$ cat src/source/cu_macros.svh
`ifndef CU_MACROS_SVH
`define CU_MACROS_SVH

// State register encoding
`define CU_STATE_W 5

// RV32I major opcode field, instr[6:0]
`define CU_OPCODE_W 7

// ALU operand selects and write-back select
`define CU_SEL_W 3

`define CU_ADDR_SEL_W 2
`define CU_ALUOP_W 2

`endif

$ cat src/source/cu_pkg.sv
`default_nettype none

`include "cu_macros.svh"

package cu_pkg;

    typedef enum logic [`CU_STATE_W-1:0] {
        ST_FETCH,
        ST_FETCH_VALIDATE,
        ST_DECODE,
        ST_MEM_ADDR,
        ST_MEM_READ,
        ST_MEM_WB,
        ST_MEM_WRITE,
        ST_EXECUTE_R,
        ST_EXECUTE_I,
        ST_ALU_WB,
        ST_JAL,
        ST_BRANCH,
        ST_JALR_PC,
        ST_JALR,
        ST_AUIPC,
        ST_LUI,
        ST_EXECUTE_MDU,
        ST_MDU_WAIT,
        ST_MDU_WB
    } cu_state_e;

    typedef enum logic [`CU_OPCODE_W-1:0] {
        OPC_LOAD   = 7'b0000011,
        OPC_STORE  = 7'b0100011,
        OPC_OP     = 7'b0110011,
        OPC_OP_IMM = 7'b0010011,
        OPC_JAL    = 7'b1101111,
        OPC_BRANCH = 7'b1100011,
        OPC_JALR   = 7'b1100111,
        OPC_AUIPC  = 7'b0010111,
        OPC_LUI    = 7'b0110111,
        OPC_SYSTEM = 7'b1110011 // CSR and environment calls, not supported
    } opcode_e;

    typedef enum logic [3:0] {
        CLS_LOAD,
        CLS_STORE,
        CLS_ALU_REG,
        CLS_ALU_IMM,
        CLS_MDU,
        CLS_JAL,
        CLS_BRANCH,
        CLS_JALR,
        CLS_AUIPC,
        CLS_LUI,
        CLS_ILLEGAL
    } instr_class_e;

    typedef enum logic [`CU_SEL_W-1:0] {
        SRC_A_PC     = 3'b000,
        SRC_A_RS1    = 3'b001,
        SRC_A_OLD_PC = 3'b010, // PC of the instruction in flight
        SRC_A_ZERO   = 3'b011
    } alu_src_a_e;

    typedef enum logic [`CU_SEL_W-1:0] {
        SRC_B_RS2  = 3'b000,
        SRC_B_FOUR = 3'b001,
        SRC_B_IMM  = 3'b010
    } alu_src_b_e;

    typedef enum logic [`CU_SEL_W-1:0] {
        WB_ALU = 3'b000,
        WB_MEM = 3'b001,
        WB_MDU = 3'b111
    } wb_sel_e;

    typedef enum logic [`CU_ALUOP_W-1:0] {
        ALU_ADD    = 2'b00,
        ALU_BRANCH = 2'b01,
        ALU_FUNCT  = 2'b10 // ALU control looks at func3/func7
    } alu_op_e;

    // Memory address source
    localparam logic [`CU_ADDR_SEL_W-1:0] ADDR_PC    = 2'b00;
    localparam logic [`CU_ADDR_SEL_W-1:0] ADDR_SAVED = 2'b10;

    typedef struct packed {
        opcode_e opcode;
        logic    func7_lsb; // Set for MUL/DIV in the OP space
    } instr_fields_t;

    typedef struct packed {
        logic                      pc_write;
        logic                      pc_write_cond;
        logic                      ir_write;
        logic                      pc_source;
        logic                      reg_write;
        logic                      is_immediate;
        logic                      save_address;
        alu_src_a_e                alu_src_a;
        alu_src_b_e                alu_src_b;
        alu_op_e                   alu_op;
        wb_sel_e                   wb_sel;
        logic [`CU_ADDR_SEL_W-1:0] addr_sel;
    } datapath_ctrl_t;

    typedef struct packed {
        logic cyc;
        logic stb;
        logic we;
    } wb_req_t;

endpackage

`default_nettype wire

$ cat src/source/opcode_decoder.sv
`default_nettype none
`timescale 1ns/1ps

module opcode_decoder
    import cu_pkg::*;
(
    input  instr_fields_t instr,
    output instr_class_e  instr_class
);

    always_comb begin
        case (instr.opcode)
            OPC_LOAD: instr_class = CLS_LOAD;
            OPC_STORE: instr_class = CLS_STORE;
            OPC_OP: begin
                if (instr.func7_lsb) begin // M extension shares the OP opcode
                    instr_class = CLS_MDU;
                end else begin
                    instr_class = CLS_ALU_REG;
                end
            end
            OPC_OP_IMM: instr_class = CLS_ALU_IMM;
            OPC_JAL: instr_class = CLS_JAL;
            OPC_BRANCH: instr_class = CLS_BRANCH;
            OPC_JALR: instr_class = CLS_JALR;
            OPC_AUIPC: instr_class = CLS_AUIPC;
            OPC_LUI: instr_class = CLS_LUI;
            OPC_SYSTEM: instr_class = CLS_ILLEGAL; // No CSR support
            default: instr_class = CLS_ILLEGAL;
        endcase
    end

endmodule

`default_nettype wire

$ cat src/source/state_sequencer.sv
`default_nettype none
`timescale 1ns/1ps

module state_sequencer
    import cu_pkg::*;
(
    input  logic         clk,
    input  logic         reset,
    input  instr_class_e instr_class,
    input  logic         wb_ack,
    input  logic         mdu_done,
    output cu_state_e    state
);

    cu_state_e next_state;

    always_ff @(posedge clk) begin
        if (reset) begin
            state <= ST_FETCH;
        end else begin
            state <= next_state;
        end
    end

    always_comb begin
        next_state = ST_FETCH;
        case (state)
            ST_FETCH: begin
                if (wb_ack) begin
                    next_state = ST_FETCH_VALIDATE;
                end else begin
                    next_state = ST_FETCH; // Wait for memory
                end
            end
            ST_FETCH_VALIDATE: next_state = ST_DECODE;
            ST_DECODE: begin
                case (instr_class)
                    CLS_LOAD: next_state = ST_MEM_ADDR;
                    CLS_STORE: next_state = ST_MEM_ADDR;
                    CLS_ALU_REG: next_state = ST_EXECUTE_R;
                    CLS_ALU_IMM: next_state = ST_EXECUTE_I;
                    CLS_MDU: next_state = ST_EXECUTE_MDU;
                    CLS_JAL: next_state = ST_JAL;
                    CLS_BRANCH: next_state = ST_BRANCH;
                    CLS_JALR: next_state = ST_JALR_PC;
                    CLS_AUIPC: next_state = ST_AUIPC;
                    CLS_LUI: next_state = ST_LUI;
                    CLS_ILLEGAL: next_state = ST_FETCH; // Skip the instruction
                    default: next_state = ST_FETCH;
                endcase
            end
            ST_MEM_ADDR: begin
                if (instr_class == CLS_LOAD) begin
                    next_state = ST_MEM_READ;
                end else begin
                    next_state = ST_MEM_WRITE;
                end
            end
            ST_MEM_READ: begin
                if (wb_ack) begin
                    next_state = ST_MEM_WB;
                end else begin
                    next_state = ST_MEM_READ;
                end
            end
            ST_MEM_WB: next_state = ST_FETCH;
            ST_MEM_WRITE: begin
                if (wb_ack) begin
                    next_state = ST_FETCH;
                end else begin
                    next_state = ST_MEM_WRITE;
                end
            end
            ST_EXECUTE_R: next_state = ST_ALU_WB;
            ST_EXECUTE_I: next_state = ST_ALU_WB;
            ST_ALU_WB: next_state = ST_FETCH;
            ST_JAL: next_state = ST_ALU_WB; // Link register write
            ST_BRANCH: next_state = ST_FETCH;
            ST_JALR_PC: next_state = ST_JALR;
            ST_JALR: next_state = ST_ALU_WB;
            ST_AUIPC: next_state = ST_ALU_WB;
            ST_LUI: next_state = ST_ALU_WB;
            ST_EXECUTE_MDU: next_state = ST_MDU_WAIT;
            ST_MDU_WAIT: begin
                if (mdu_done) begin
                    next_state = ST_MDU_WB;
                end else begin
                    next_state = ST_MDU_WAIT;
                end
            end
            ST_MDU_WB: next_state = ST_FETCH;
            default: next_state = ST_FETCH;
        endcase
    end

endmodule

`default_nettype wire

$ cat src/source/control_decoder.sv
`default_nettype none
`timescale 1ns/1ps

module control_decoder
    import cu_pkg::*;
(
    input  cu_state_e      state,
    output datapath_ctrl_t ctrl,
    output wb_req_t        wb_req,
    output logic           mdu_start
);

    always_comb begin
        ctrl.pc_write      = 1'b0;
        ctrl.pc_write_cond = 1'b0;
        ctrl.ir_write      = 1'b0;
        ctrl.pc_source     = 1'b0;
        ctrl.reg_write     = 1'b0;
        ctrl.is_immediate  = 1'b0;
        ctrl.save_address  = 1'b0;
        ctrl.alu_src_a     = SRC_A_PC;
        ctrl.alu_src_b     = SRC_B_RS2;
        ctrl.alu_op        = ALU_ADD;
        ctrl.wb_sel        = WB_ALU;
        ctrl.addr_sel      = ADDR_PC;
        wb_req.cyc         = 1'b0;
        wb_req.stb         = 1'b0;
        wb_req.we          = 1'b0;
        mdu_start          = 1'b0;

        case (state)
            ST_FETCH: begin
                wb_req.cyc = 1'b1;
                wb_req.stb = 1'b1;
            end
            ST_FETCH_VALIDATE: begin
                ctrl.ir_write  = 1'b1;
                ctrl.pc_write  = 1'b1;
                ctrl.alu_src_b = SRC_B_FOUR; // PC + 4
            end
            ST_DECODE: begin
                // Branch target precomputed here
                ctrl.alu_src_a = SRC_A_OLD_PC;
                ctrl.alu_src_b = SRC_B_IMM;
            end
            ST_MEM_ADDR: begin
                ctrl.alu_src_a    = SRC_A_RS1;
                ctrl.alu_src_b    = SRC_B_IMM;
                ctrl.save_address = 1'b1;
            end
            ST_MEM_READ: begin
                wb_req.cyc    = 1'b1;
                wb_req.stb    = 1'b1;
                ctrl.addr_sel = ADDR_SAVED;
            end
            ST_MEM_WB: begin
                ctrl.reg_write = 1'b1;
                ctrl.wb_sel    = WB_MEM;
            end
            ST_MEM_WRITE: begin
                wb_req.cyc    = 1'b1;
                wb_req.stb    = 1'b1;
                wb_req.we     = 1'b1;
                ctrl.addr_sel = ADDR_SAVED;
            end
            ST_EXECUTE_R: begin
                ctrl.alu_src_a = SRC_A_RS1;
                ctrl.alu_op    = ALU_FUNCT;
            end
            ST_EXECUTE_I: begin
                ctrl.alu_src_a    = SRC_A_RS1;
                ctrl.alu_src_b    = SRC_B_IMM;
                ctrl.alu_op       = ALU_FUNCT;
                ctrl.is_immediate = 1'b1;
            end
            ST_ALU_WB: begin
                ctrl.reg_write = 1'b1;
                ctrl.wb_sel    = WB_ALU;
            end
            ST_JAL: begin
                ctrl.alu_src_a = SRC_A_OLD_PC; // Link value old PC + 4
                ctrl.alu_src_b = SRC_B_FOUR;
                ctrl.pc_write  = 1'b1;
                ctrl.pc_source = 1'b1;
            end
            ST_BRANCH: begin
                ctrl.alu_src_a     = SRC_A_RS1;
                ctrl.alu_op        = ALU_BRANCH;
                ctrl.pc_write_cond = 1'b1;
                ctrl.pc_source     = 1'b1;
            end
            ST_JALR_PC: begin
                ctrl.alu_src_a = SRC_A_RS1; // rs1 + imm target
                ctrl.alu_src_b = SRC_B_IMM;
            end
            ST_JALR: begin
                ctrl.alu_src_a    = SRC_A_OLD_PC;
                ctrl.alu_src_b    = SRC_B_FOUR;
                ctrl.pc_write     = 1'b1;
                ctrl.pc_source    = 1'b1;
                ctrl.is_immediate = 1'b1;
            end
            ST_AUIPC: begin
                ctrl.alu_src_a = SRC_A_OLD_PC;
                ctrl.alu_src_b = SRC_B_IMM;
            end
            ST_LUI: begin
                ctrl.alu_src_a = SRC_A_ZERO;
                ctrl.alu_src_b = SRC_B_IMM;
            end
            ST_EXECUTE_MDU: begin
                ctrl.alu_src_a = SRC_A_RS1;
                mdu_start      = 1'b1; // Single-cycle pulse
            end
            ST_MDU_WAIT: begin
                ctrl.alu_src_a = SRC_A_RS1; // Operands held for the MDU
            end
            ST_MDU_WB: begin
                ctrl.reg_write = 1'b1;
                ctrl.wb_sel    = WB_MDU;
            end
            default: begin
                ctrl.reg_write = 1'b0;
            end
        endcase
    end

endmodule

`default_nettype wire

$ cat src/source/control_unit.sv
`default_nettype none
`timescale 1ns/1ps

module control_unit
    import cu_pkg::*;
(
    input  logic           clk,
    input  logic           reset,
    input  instr_fields_t  instr,
    input  logic           wb_ack,
    input  logic           mdu_done,
    output datapath_ctrl_t ctrl,
    output wb_req_t        wb_req,
    output logic           mdu_start
);

    instr_class_e instr_class;
    cu_state_e    state;

    opcode_decoder opcode_decoder_inst (
        .instr       (instr),
        .instr_class (instr_class)
    );

    state_sequencer state_sequencer_inst (
        .clk         (clk),
        .reset       (reset),
        .instr_class (instr_class),
        .wb_ack      (wb_ack),
        .mdu_done    (mdu_done),
        .state       (state)
    );

    // Moore outputs, decoded from the state only
    control_decoder control_decoder_inst (
        .state     (state),
        .ctrl      (ctrl),
        .wb_req    (wb_req),
        .mdu_start (mdu_start)
    );

endmodule

`default_nettype wire

$ cat config.mk
export PLATFORM = sky130hd
export DESIGN_NAME = control_unit
export DESIGN_NICKNAME = d
export VERILOG_FILES = /design/src/source/cu_pkg.sv /design/src/source/opcode_decoder.sv /design/src/source/state_sequencer.sv /design/src/source/control_decoder.sv /design/src/source/control_unit.sv
export VERILOG_INCLUDE_DIRS = /design/src /design/src/source
export SDC_FILE = /design/constraint.sdc
export NUM_CORES = 1
export LEC_CHECK = 0
export BUFFER_PORTS_ARGS = -buffer_cell sky130_fd_sc_hd__buf_2
export CAP_MARGIN = 20
export CORE_UTILIZATION = 53
export CTS_CLUSTER_SIZE = 10
export DETAILED_ROUTE_END_ITERATION = 12
export PLACE_DENSITY = 0.92
export SETUP_SLACK_MARGIN = 0.3
export SLEW_MARGIN = 40
export SYNTH_ARGS = -nofsm -noshare
export SYNTH_HDL_FRONTEND = slang
export SYNTH_SLANG_ARGS = --single-unit
$ cat constraint.sdc
create_clock -name clk -period 4.2 [get_ports clk]
set_input_delay 0.42 -clock clk [delete_from_list [all_inputs] [get_ports clk]]
set_output_delay 0.42 -clock clk [all_outputs]
set_load 0.05 [all_outputs]
==> key figures, run 1 <==
CTS
  – Post-CTS sizing: 0
  – Clock Latency Late Sink: 0.25 ns
  – Clk sinks: 5
  – CTS Buffer Depth: 2
  – Post-CTS Hold Buffers: 0
  – Clock Pin Slew Worst Setup and Hold Paths: 0.04 ns
  – Post-CTS Setup Inserts: 0
  – H-tree lvl count: 1
  – Number of CTS-inserted buffers: 3
  – CTS tree: done
  – Root Driver: clkbuf_4

Worst hold path
  – Hold Crit Class: in -> reg

Timing
  – Fin. max-slew vios: 0
  – Final Skew: 0.003207 ns
  – Final Cycle Share: 54.58%
  – Max_slew headroom: 60.36%
  – Worst Max-Slew Pin Slew: 0.5937 ns
  – Setup violations, final: 0
  – Final TNS setup: 0 ns
  – Achievable frequency: 436.2 MHz
  – Final hold violations: 0
  – Unrepaired setup endpoints after global routing: no
  – Tmin final: 2.292 ns

Cells and area
  – Fillers: 181
  – Final Util: 63.90%
  – Biggest regs: state_sequencer_inst.state (5)
  – Largest register by flop count: state_sequencer_inst.state
  – Largest register FFs: 5
  – Post-Layout Cell Count: 189
  – Number of inserted diodes: 0
  – Most common cell after layout, fill and taps aside: buf_2
  – Multi-input logic area: 787.0 sq um
  – Register area: 100.1 sq um
  – Fin area: 1127 sq um
  – Most frequent cells in the layout: buf_2, nor2_1, nand2_1, nor2b_1, inv_1
  – Nets@finish: 182
  – Synth-to-Final Area Change: 11.65%
  – Share of post-route cells with drive strength above 1: 26.83%

Yosys
  – Fraction of registers with async set/reset: 0%
  – Register area share after synthesis: 9.913%
  – Flops & latches, synth: 5
  – YS warnings: 0
  – Synth Instances: 142
  – Syn Area/Cell: 7.111 sq um
  – Netlist cell types: 56
  – Most common flop cell mapped by yosys: dfxtp_1
  – Syn Std Cell Area: 1010 sq um
  – Post-synth EDFFs: 0

Worst setup path
  – Critical Path End Type: output port
  – Kind of critical path: reg -> out
  – Worst Path Arrival: 1.87 ns
  – Critical-path maximum fanout: 15
  – Setup crit start kind: register
  – Data required, critical path: 3.78 ns
  – Reg2reg setup slack: 2.42 ns

Placed design
  – DP Cell Count: 185
  – DP Wirelength: 1935 microns
  – Area post-placement: 1101 sq um
  – RD Place Congestion: 0.8953
  – IO buf count: 32

Detailed routing
  – 1st-pass router iterations: 4
  – Final WL: 2498 microns
  – Vias: 1,106
  – DRT iter0 DRCs: 9
  – Detail-routed net length per standard cell: 13.22 microns
  – DRC Markers: 0
  – Antenna-violating nets left: 0
  – Via density: 5.852

GRT
  – All-Layer GR Usage: 25.39%
  – Antenna violations before repair: 0
  – First-pass GRT wire length: 3939 microns
  – Overflow after GRT: 0
  – Number of global-route vias before repair: 976
  – Largest net degree at the start of global routing: 21

Floorplanning
  – Initial core utilization: 57.23%
  – Die Ht: 45.65 microns
  – CORE AREA: 1764 sq um
  – Die Width: 45.65 microns
  – I/O Pins: 36
  – Cell Rows: 15
  – Die Area: 2083 sq um

Pwr
  – Static leakage: 0.5351 nW
  – PwrDens: 193.9 nW/um^2
  – Peak VDD IR: 0.1001 mV

Run status
  – Outcome: completed

Flow run
  – Max Cap Viol: 0
[through the flow]
| stage | hold slack (ns) | setup WS, ns | total power [mW] |
|---|---|---|---|
| after floorplan | 0.4993 | 1.103 | 0.1458 |
| after global placement | 0.6600 | 2.157 | 0.1583 |
| after detailed placement | 0.6673 | 2.027 | 0.1616 |
| after CTS | 0.4197 | 1.930 | 0.2182 |
| after global routing | 0.4332 | 1.763 | 0.2314 |
| final | 0.4218 | 1.908 | 0.2185 |
[path summary, 6_finish.rpt]
| check | endpoint | cells after the start | start |
|---|---|---|---|
| worst max-delay path | ctrl[7] | 6 | state_sequencer_inst.state[0] |
| worst min register to register | state_sequencer_inst.state[4] | 3 | state_sequencer_inst.state[1] |
| worst min-delay path | state_sequencer_inst.state[4] | 2 | reset |
| worst max register to register | state_sequencer_inst.state[1] | 5 | state_sequencer_inst.state[1] |
[routing by layer]
layer / vias to the layer above / share of wire, % / GRT usage [%]
met5: - / 0 / 0
met4: 0 / 2.3 / 9.697
met3: 10 / 5.3 / 4.762
met2: 48 / 51 / 47.71
met1: 506 / 41 / 27.45
li1: 542 / - / -
[Yosys cell counts, types with 2 or more instances]
cell type / count / area, sq um
nor3_1: 5 / 25.02
mux2_1: 2 / 22.52
a21oi_1: 3 / 15.01
o32ai_1: 2 / 17.52
o211ai_1: 4 / 30.03
nand3b_1: 2 / 15.01
buf_4: 7 / 52.55
nand2_1: 11 / 41.29
xor2_1: 2 / 17.52
ha_1: 5 / 62.56
nor2b_1: 8 / 50.05
nor2_1: 23 / 86.33
a22oi_1: 4 / 30.03
buf_2: 5 / 25.02
nor4_1: 2 / 12.51
inv_1: 6 / 22.52
nand2b_1: 3 / 18.77
o21ai_0: 4 / 20.02
and2_1: 2 / 12.51
buf_6: 2 / 22.52
dfxtp_1: 5 / 100.1
[where the power goes]
group / switching, mW / internal, mW / total (mW)
clock network: 0.0204 / 0.0360 / 0.0563
registers: 0.00759 / 0.0496 / 0.0572
logic: 0.0748 / 0.0302 / 0.105
[cell type report]
cell class	instances	share of cell area, %
timing repair buffer	32	14.21
sequential	5	8.879
multi-input combinational	117	69.81
clock buffer	4	2.331
inverter	6	1.998
tap	25	2.775
[critical path, stage by stage, from the launching register on]
cell and delay [ns]:
dfxtp_1 0.63, inv_1 0.16, nand2_1 0.14, nor2_1 0.09, a22oi_1 0.27, nor2_1 0.08
buf_2 0.24
[logic make-up after synthesis]
logic type / Yosys count / synth area share (%)
and+or+nand+nor: 66 / 34.94
buffers and inverters: 22 / 12.89
other: 1 / 0.3714
DFF: 5 / 9.914
xor gates and xnor gates: 2 / 1.735
muxes: 3 / 3.222
adders and majority gates: 5 / 6.196
AOI/OAI and AO/OA: 38 / 30.74
Note: power is estimated with default switching activity, not from simulation.
==> inputs of run 2 (changes only) <==
- CORE_UTILIZATION: 53 -> 50
- PLACE_DENSITY: 0.92 -> 0.88
- clock period: 4.2 -> 2.12 ns (I/O delays scaled with it)
==> run 2 against run 1 <==
  * Sequential power grew 96%
  * Register-to-register slack got worse by 1.9 ns
  * First-iteration DRC count rose to 2.6 times the previous value
  * Routed wire length grew 0.48%
  * Utilization increased by 6.9 points
  * Combinational power grew 120%
  * Clock power grew 99%
  * Largest power group unchanged
==> key figures, run 2 (same netlist as run 1, synthesis figures left out) <==
CTS
  – Number of CTS-inserted buffers: 3
  – Clock Pin Slew Worst Setup and Hold Paths: 0.04 ns
  – CTS Buffer Depth: 2
  – Root Driver: clkbuf_4
  – Clock Latency Late Sink: 0.25 ns
  – Post-CTS Hold Buffers: 0
  – H-tree lvl count: 1
  – CTS tree: done
  – Post-CTS Setup Inserts: 0
  – Clk sinks: 5

GRT
  – Met1 Resource Use GR: 28.41%
  – First-pass GRT wire length: 3939 microns
  – All-Layer GR Usage: 24.92%
  – Most used routing layer: met2
  – Overflow after GRT: 0
  – Met3 Track Usage GR: 3.462%
  – Antenna violations before repair: 0
  – Number of global-route vias before repair: 918
  – M2 GR Usage: 44.72%
  – Largest net degree at the start of global routing: 14

Worst setup path
  – Worst Path Arrival: 1.58 ns
  – Critical-path maximum fanout: 10
  – Setup crit start kind: register
  – Data required, critical path: 1.91 ns
  – Kind of critical path: reg -> out
  – Critical Path End Type: output port

Worst hold path
  – Hold Crit Class: in -> reg

Pwr
  – Sequential power share: 24.6%
  – Total power draw: 0.4539 mW
  – Peak VDD IR: 0.2065 mV
  – Combinational power share: 50.8%
  – Static leakage: 0.5792 nW
  – Sw power: 0.2119 mW
  – PwrDens: 356.0 nW/um^2
  – Clock power frac: 24.6%
  – Sw frac: 46.68%
  – Internal power: 0.2420 mW

Cells and area
  – Register area: 107.6 sq um
  – Biggest regs: state_sequencer_inst.state (5)
  – Largest register by flop count: state_sequencer_inst.state
  – Fin area: 1275 sq um
  – Largest register FFs: 5
  – Nets@finish: 188
  – Number of inserted diodes: 0
  – Synth-to-Final Area Change: 26.27%
  – Multi-input logic area: 872.1 sq um
  – Most frequent cells in the layout: buf_2, nor2_1, nand2_1, nor2b_1
  – Share of post-route cells with drive strength above 1: 40.00%
  – Post-Layout Cell Count: 195
  – Most common cell after layout, fill and taps aside: buf_2
  – Fillers: 155

Floorplanning
  – Cell Rows: 15
  – Initial core utilization: 56.04%
  – Die Width: 46.94 microns
  – Die Area: 2203 sq um
  – CORE AREA: 1802 sq um
  – Die Ht: 46.94 microns
  – I/O Pins: 36

Timing
  – Unrepaired setup endpoints after global routing: yes
  – Fin worst setup slack: 0.3264 ns
  – Final hold violations: 0
  – Achievable frequency: 557.5 MHz
  – Final Skew: 0.004323 ns
  – Setup violations, final: 0
  – Fin. max-slew vios: 0
  – Final Cycle Share: 84.60%
  – Final TNS setup: 0 ns
  – Tmin final: 1.794 ns

Detailed routing
  – Final WL: 2510 microns
  – Detail-routed net length per standard cell: 12.87 microns
  – 1st-pass router iterations: 4
  – Vias: 1,135
  – DRC Markers: 0
  – DRT iter0 DRCs: 23
  – Via density: 5.821
  – Antenna-violating nets left: 0

Placed design
  – Pre-CTS WS: 0.1114 ns
  – RD Place Congestion: 0.8579
  – DP Wirelength: 1972 microns
  – DP Cell Count: 191
  – Area post-placement: 1217 sq um
  – IO buf count: 32

Run status
  – Outcome: completed

Flow run
  – Max Cap Viol: 0
## run 2: cell types whose count changed in the layout (fill, tap and decap cells not counted), moves of 4 or more
| cell | previous run | this run |
|---|---|---|
| buf_4 | 0 | 7 |
| nor2_1 | 23 | 17 |
| nor2_2 | 1 | 7 |
| buf_2 | 32 | 28 |
| dfxtp_1 | 5 | 1 |
| nor3_1 | 5 | 1 |
## run 2: critical path, cell delays in order (launching register included)
cell and delay, ns:
dfxtp_2 0.46, buf_4 0.19, and2_1 0.20, a22oi_1 0.11, nor2_1 0.11, buf_2 0.27
## run 2: routing by layer
metal  vias up  routed length [microns]
li1        556                        -
met5         -                        0
met4         0                       48
met2        41                     1302
met1       533                     1052
met3         5                      106
## run 2: final timing paths
path / from / to / slack (ns) / cells after the start
setup / recovery: state_sequencer_inst.state[0] / ctrl[6] / 0.33 / 5
hold / removal: reset / state_sequencer_inst.state[4] / 0.22 / 2
setup reg to reg: state_sequencer_inst.state[1] / state_sequencer_inst.state[1] / 0.48 / 6
hold reg to reg: state_sequencer_inst.state[3] / state_sequencer_inst.state[3] / 0.68 / 2
## run 2: power by group through the flow
| stage | Combinational, mW | Clock [mW] | Sequential [mW] |
|---|---|---|---|
| 5_1_grt | 0.249 | 0.120 | 0.113 |
| 6_report | 0.231 | 0.112 | 0.112 |
| 3_5_place_dp | 0.225 | 0 | 0.113 |
| 2_1_floorplan | 0.197 | 0 | 0.104 |
| 3_3_place_gp | 0.221 | 0 | 0.113 |
| 4_1_cts | 0.226 | 0.114 | 0.112 |
## run 2: timing repair
item                                    CTS  global route
resized for setup                         5            11
endpoints found under the setup margin   16            14
pin swaps                                 0             2
## run 2: final cells by class
type	instances	area share (%)
inverters	6	1.766
well taps	25	2.453
multi-input cells	117	68.40
repair buffers	38	16.88
flip-flops and latches	5	8.440
clock buffers	4	2.061
## run 2: per-stage QoR
stage	util, %	hold WS [ns]
after global routing	70.76	0.2247
after detailed placement	67.57	0.4727
after floorplan	-	0.2913
after global placement	67.57	0.4512
final	70.76	0.2173
after CTS	69.44	0.2121
==> inputs of run 3 (changes only) <==
- CORE_UTILIZATION: 50 -> 45
- PLACE_DENSITY: 0.88 -> 0.84
- clock period: 2.12 -> 1.65 ns (I/O delays scaled with it)
==> run 3 against run 2 <==
  * The flow now stops in global routing (5_1_grt)
  * Area after synthesis unchanged
  * Synthesized cell count unchanged
==> key figures, run 3 <==
Floorplanning
  – Initial core utilization: 49.45%
  – Die Ht: 49.37 microns
  – Cell Rows: 16
  – I/O Pins: 36
  – Die Width: 49.37 microns

CTS
  – Root Driver: clkbuf_4
  – H-tree lvl count: 1
  – Number of CTS-inserted buffers: 3
  – Clk sinks: 5
  – CTS Buffer Depth: 2
  – Post-CTS Hold Buffers: 0

Yosys
  – Largest area contributor in the netlist: dfxtp_1
  – Register area share after synthesis: 9.913%
  – YS warnings: 0
  – Synth top area cells: dfxtp_1, nor2_1, ha_1, buf_4, nor2b_1
  – Post-synth EDFFs: 0
  – Most common flop cell mapped by yosys: dfxtp_1
  – Netlist cell types: 56
  – Post-synth top area share: 9.913%
  – Syn Area/Cell: 7.111 sq um
  – Most common cell in the netlist: nor2_1
  – Commonest cells in the netlist: nor2_1, nand2_1, nor2b_1, buf_4, inv_1
  – Fraction of registers with async set/reset: 0%
  – Syn Std Cell Area: 1010 sq um
  – Synth Instances: 142
  – Flops & latches, synth: 5

Placed design
  – DP Wirelength: 2405 microns
  – IO buf count: 32
  – RD Place Congestion: 0.8497
  – Pre-CTS WS: -0.2116 ns

GRT
  – Largest net degree at the start of global routing: 12

Timing
  – Worst endpoint type: top-level output
  – Post-GRT worst EP: ctrl[7]

Run status
  – Run Error: [ERROR DPL-0038] Utilization greater than 100%, impossible to legalize
  – Failed at: global routing (5_1_grt)
  – Outcome: stopped before the end
run 3: cell counts after synthesis:
Identical to the previous run, type by type.
run 3: per-stage QoR:
stage	utilization (%)	std cells	area, sq um
floorplan	-	144	1294
CTS	90.56	226	1849
detailed placement	71.94	208	1469
global placement	71.94	208	1469
run 3: repair_timing:
item | in CTS
endpoints found under the setup margin | 26
pin swaps | 11
setup buffers | 14
resized for setup | 75
run 3: cell families after synthesis:
family | count (synthesis) | synth area share (%)
simple gates | 66 | 34.94
compound gates | 38 | 30.74
buf+inv | 22 | 12.89
fa+ha+maj | 5 | 6.196
flops | 5 | 9.914
mux | 3 | 3.222
xor+xnor | 2 | 1.735
other cells | 1 | 0.3714
==> inputs of run 4 (changes only) <==
- CORE_AREA: not set -> 2 2 63 65
- CORE_UTILIZATION: 45 -> not set
- CTS_CLUSTER_SIZE: 10 -> not set
- DIE_AREA: not set -> 0 0 65 67
- PLACE_DENSITY: 0.84 -> not set
- PLACE_DENSITY_LB_ADDON: not set -> 0.15
- SETUP_SLACK_MARGIN: 0.3 -> not set
- clock period: 1.65 -> 2.15 ns (I/O delays scaled with it)
==> run 4 against run 3 <==
  * The flow now finishes without violations
==> key figures, run 4 (same netlist as run 1, synthesis figures left out) <==
Run status
  – Outcome: completed

Cells and area
  – Nets@finish: 187
  – Biggest regs: state_sequencer_inst.state (5)
  – Share of post-route cells with drive strength above 1: 31.95%
  – Most common cell after layout, fill and taps aside: buf_2
  – Multi-input logic area: 812.0 sq um
  – Register area: 101.3 sq um
  – Final Util: 34.35%
  – Largest register FFs: 5
  – Number of inserted diodes: 0
  – Largest register by flop count: state_sequencer_inst.state
  – Most frequent cells in the layout: buf_2, nor2_1, nand2_1, nor2b_1, inv_1
  – Fillers: 394
  – Post-Layout Cell Count: 217
  – Synth-to-Final Area Change: 22.68%

Worst setup path
  – WP depth: 5
  – Cell mode on critical path: nor2_1
  – Worst-case reg-to-reg path depth: 5
  – Worst Path Arrival: 1.73 ns
  – Data required, critical path: 1.93 ns
  – Slowest stage delay, CP: 0.57 ns
  – Critical Path End Type: output port
  – Kind of critical path: reg -> out
  – CP top delay family: flip-flops
  – CP max stage cell: dfxtp_1
  – Worst path bufs/invs: 1
  – Crit path cell chain: nand2_1 > nor2_1 > a22oi_1 > nor2_1 > buf_2
  – Critical-path maximum fanout: 13
  – Setup crit start kind: register

Detailed routing
  – Antenna-violating nets left: 0
  – Via density: 5.005
  – DRT iter0 DRCs: 54
  – Final WL: 2651 microns
  – Vias: 1,086
  – DRC Markers: 0
  – 1st-pass router iterations: 4
  – Detail-routed net length per standard cell: 12.22 microns

Timing
  – Setup violations, final: 0
  – Final Skew: 0.0009010 ns
  – Achievable frequency: 514.6 MHz
  – Final hold violations: 0
  – Min Hold Slack: 0.2365 ns
  – Unrepaired setup endpoints after global routing: no
  – Final Cycle Share: 90.39%
  – Tmin final: 1.943 ns
  – Fin. max-slew vios: 0

Placed design
  – DP Cell Count: 213
  – DP Wirelength: 2174 microns
  – IO buf count: 32
  – RD Place Congestion: 0.8031

CTS
  – CTS Buffer Depth: 2
  – Post-CTS Hold Buffers: 0
  – CTS tree: done
  – H-tree lvl count: 1
  – Number of CTS-inserted buffers: 3
  – Post-CTS sizing: 0
  – Root Driver: clkbuf_8
  – Clock Pin Slew Worst Setup and Hold Paths: 0.04 ns
  – Clk sinks: 5
  – Clock Latency Late Sink: 0.22 ns
  – Post-CTS Setup Inserts: 0

Pwr
  – PwrDens: 402.2 nW/um^2
  – Peak VDD IR: 0.1060 mV
  – Total power draw: 0.4982 mW
  – Static leakage: 0.5724 nW

Floorplanning
  – Die Ht: 67 microns
  – Cell Rows: 22
  – Die Area: 4355 sq um
  – Die Width: 65 microns
  – Initial core utilization: 28.00%
  – CORE AREA: 3606 sq um
  – I/O Pins: 36

GRT
  – Largest net degree at the start of global routing: 16
  – Overflow after GRT: 0
  – Antenna violations before repair: 0
  – First-pass GRT wire length: 4367 microns
  – Number of global-route vias before repair: 997
  – All-Layer GR Usage: 12.57%

Worst hold path
  – Hold Crit Class: in -> reg
  – Hold Crit Depth: 2

Flow run
  – Max Cap Viol: 0
run 4: path summary, 6_finish.rpt:
check / start / endpoint / slack, ns
min: reset / state_sequencer_inst.state[4] / 0.24
min reg2reg: state_sequencer_inst.state[0] / state_sequencer_inst.state[3] / 0.70
max: state_sequencer_inst.state[1] / ctrl[7] / 0.21
max reg2reg: state_sequencer_inst.state[1] / state_sequencer_inst.state[1] / 0.44
run 4: cell type report:
cell class	count	area share [%]
Multi-Input combinational cell	117	65.56
Sequential cell	5	8.182
Timing Repair Buffer	37	15.96
Inverter	6	1.818
Clock buffer	4	3.636
Tap cell	48	4.848
run 4: stage by stage:
stage	cell area (sq um)	TNS, ns	worst slack (ns)
2_1_floorplan	1042	-0.1086	-0.1025
3_5_place_dp	1192	0	0.2127
5_1_grt	1239	0	0.05614
6_report	1239	0	0.2066
4_1_cts	1237	0	0.1632
3_3_place_gp	1192	0	0.2691
run 4: where the power goes:
| group | internal, mW | switching (mW) |
|---|---|---|
| registers | 0.0973 | 0.00931 |
| clock network | 0.127 | 0.0468 |
| logic | 0.0645 | 0.153 |
| total | 0.289 | 0.209 |
run 4: worst register-to-register path, cell delays in order (launching register included):
cell	delay, ns
dfxtp_1	0.57
mux2_1	0.37
o22a_1	0.21
nor2_2	0.20
o211ai_1	0.12
o211ai_1	0.16
run 4: per-layer routing:
layer / vias up / GRT usage (%) / wire length (microns)
met5: - / 0 / 0
met4: 0 / 3.989 / 21
met3: 3 / 1.689 / 93
met2: 25 / 22.42 / 1313
met1: 507 / 15.51 / 1222
li1: 551 / - / -
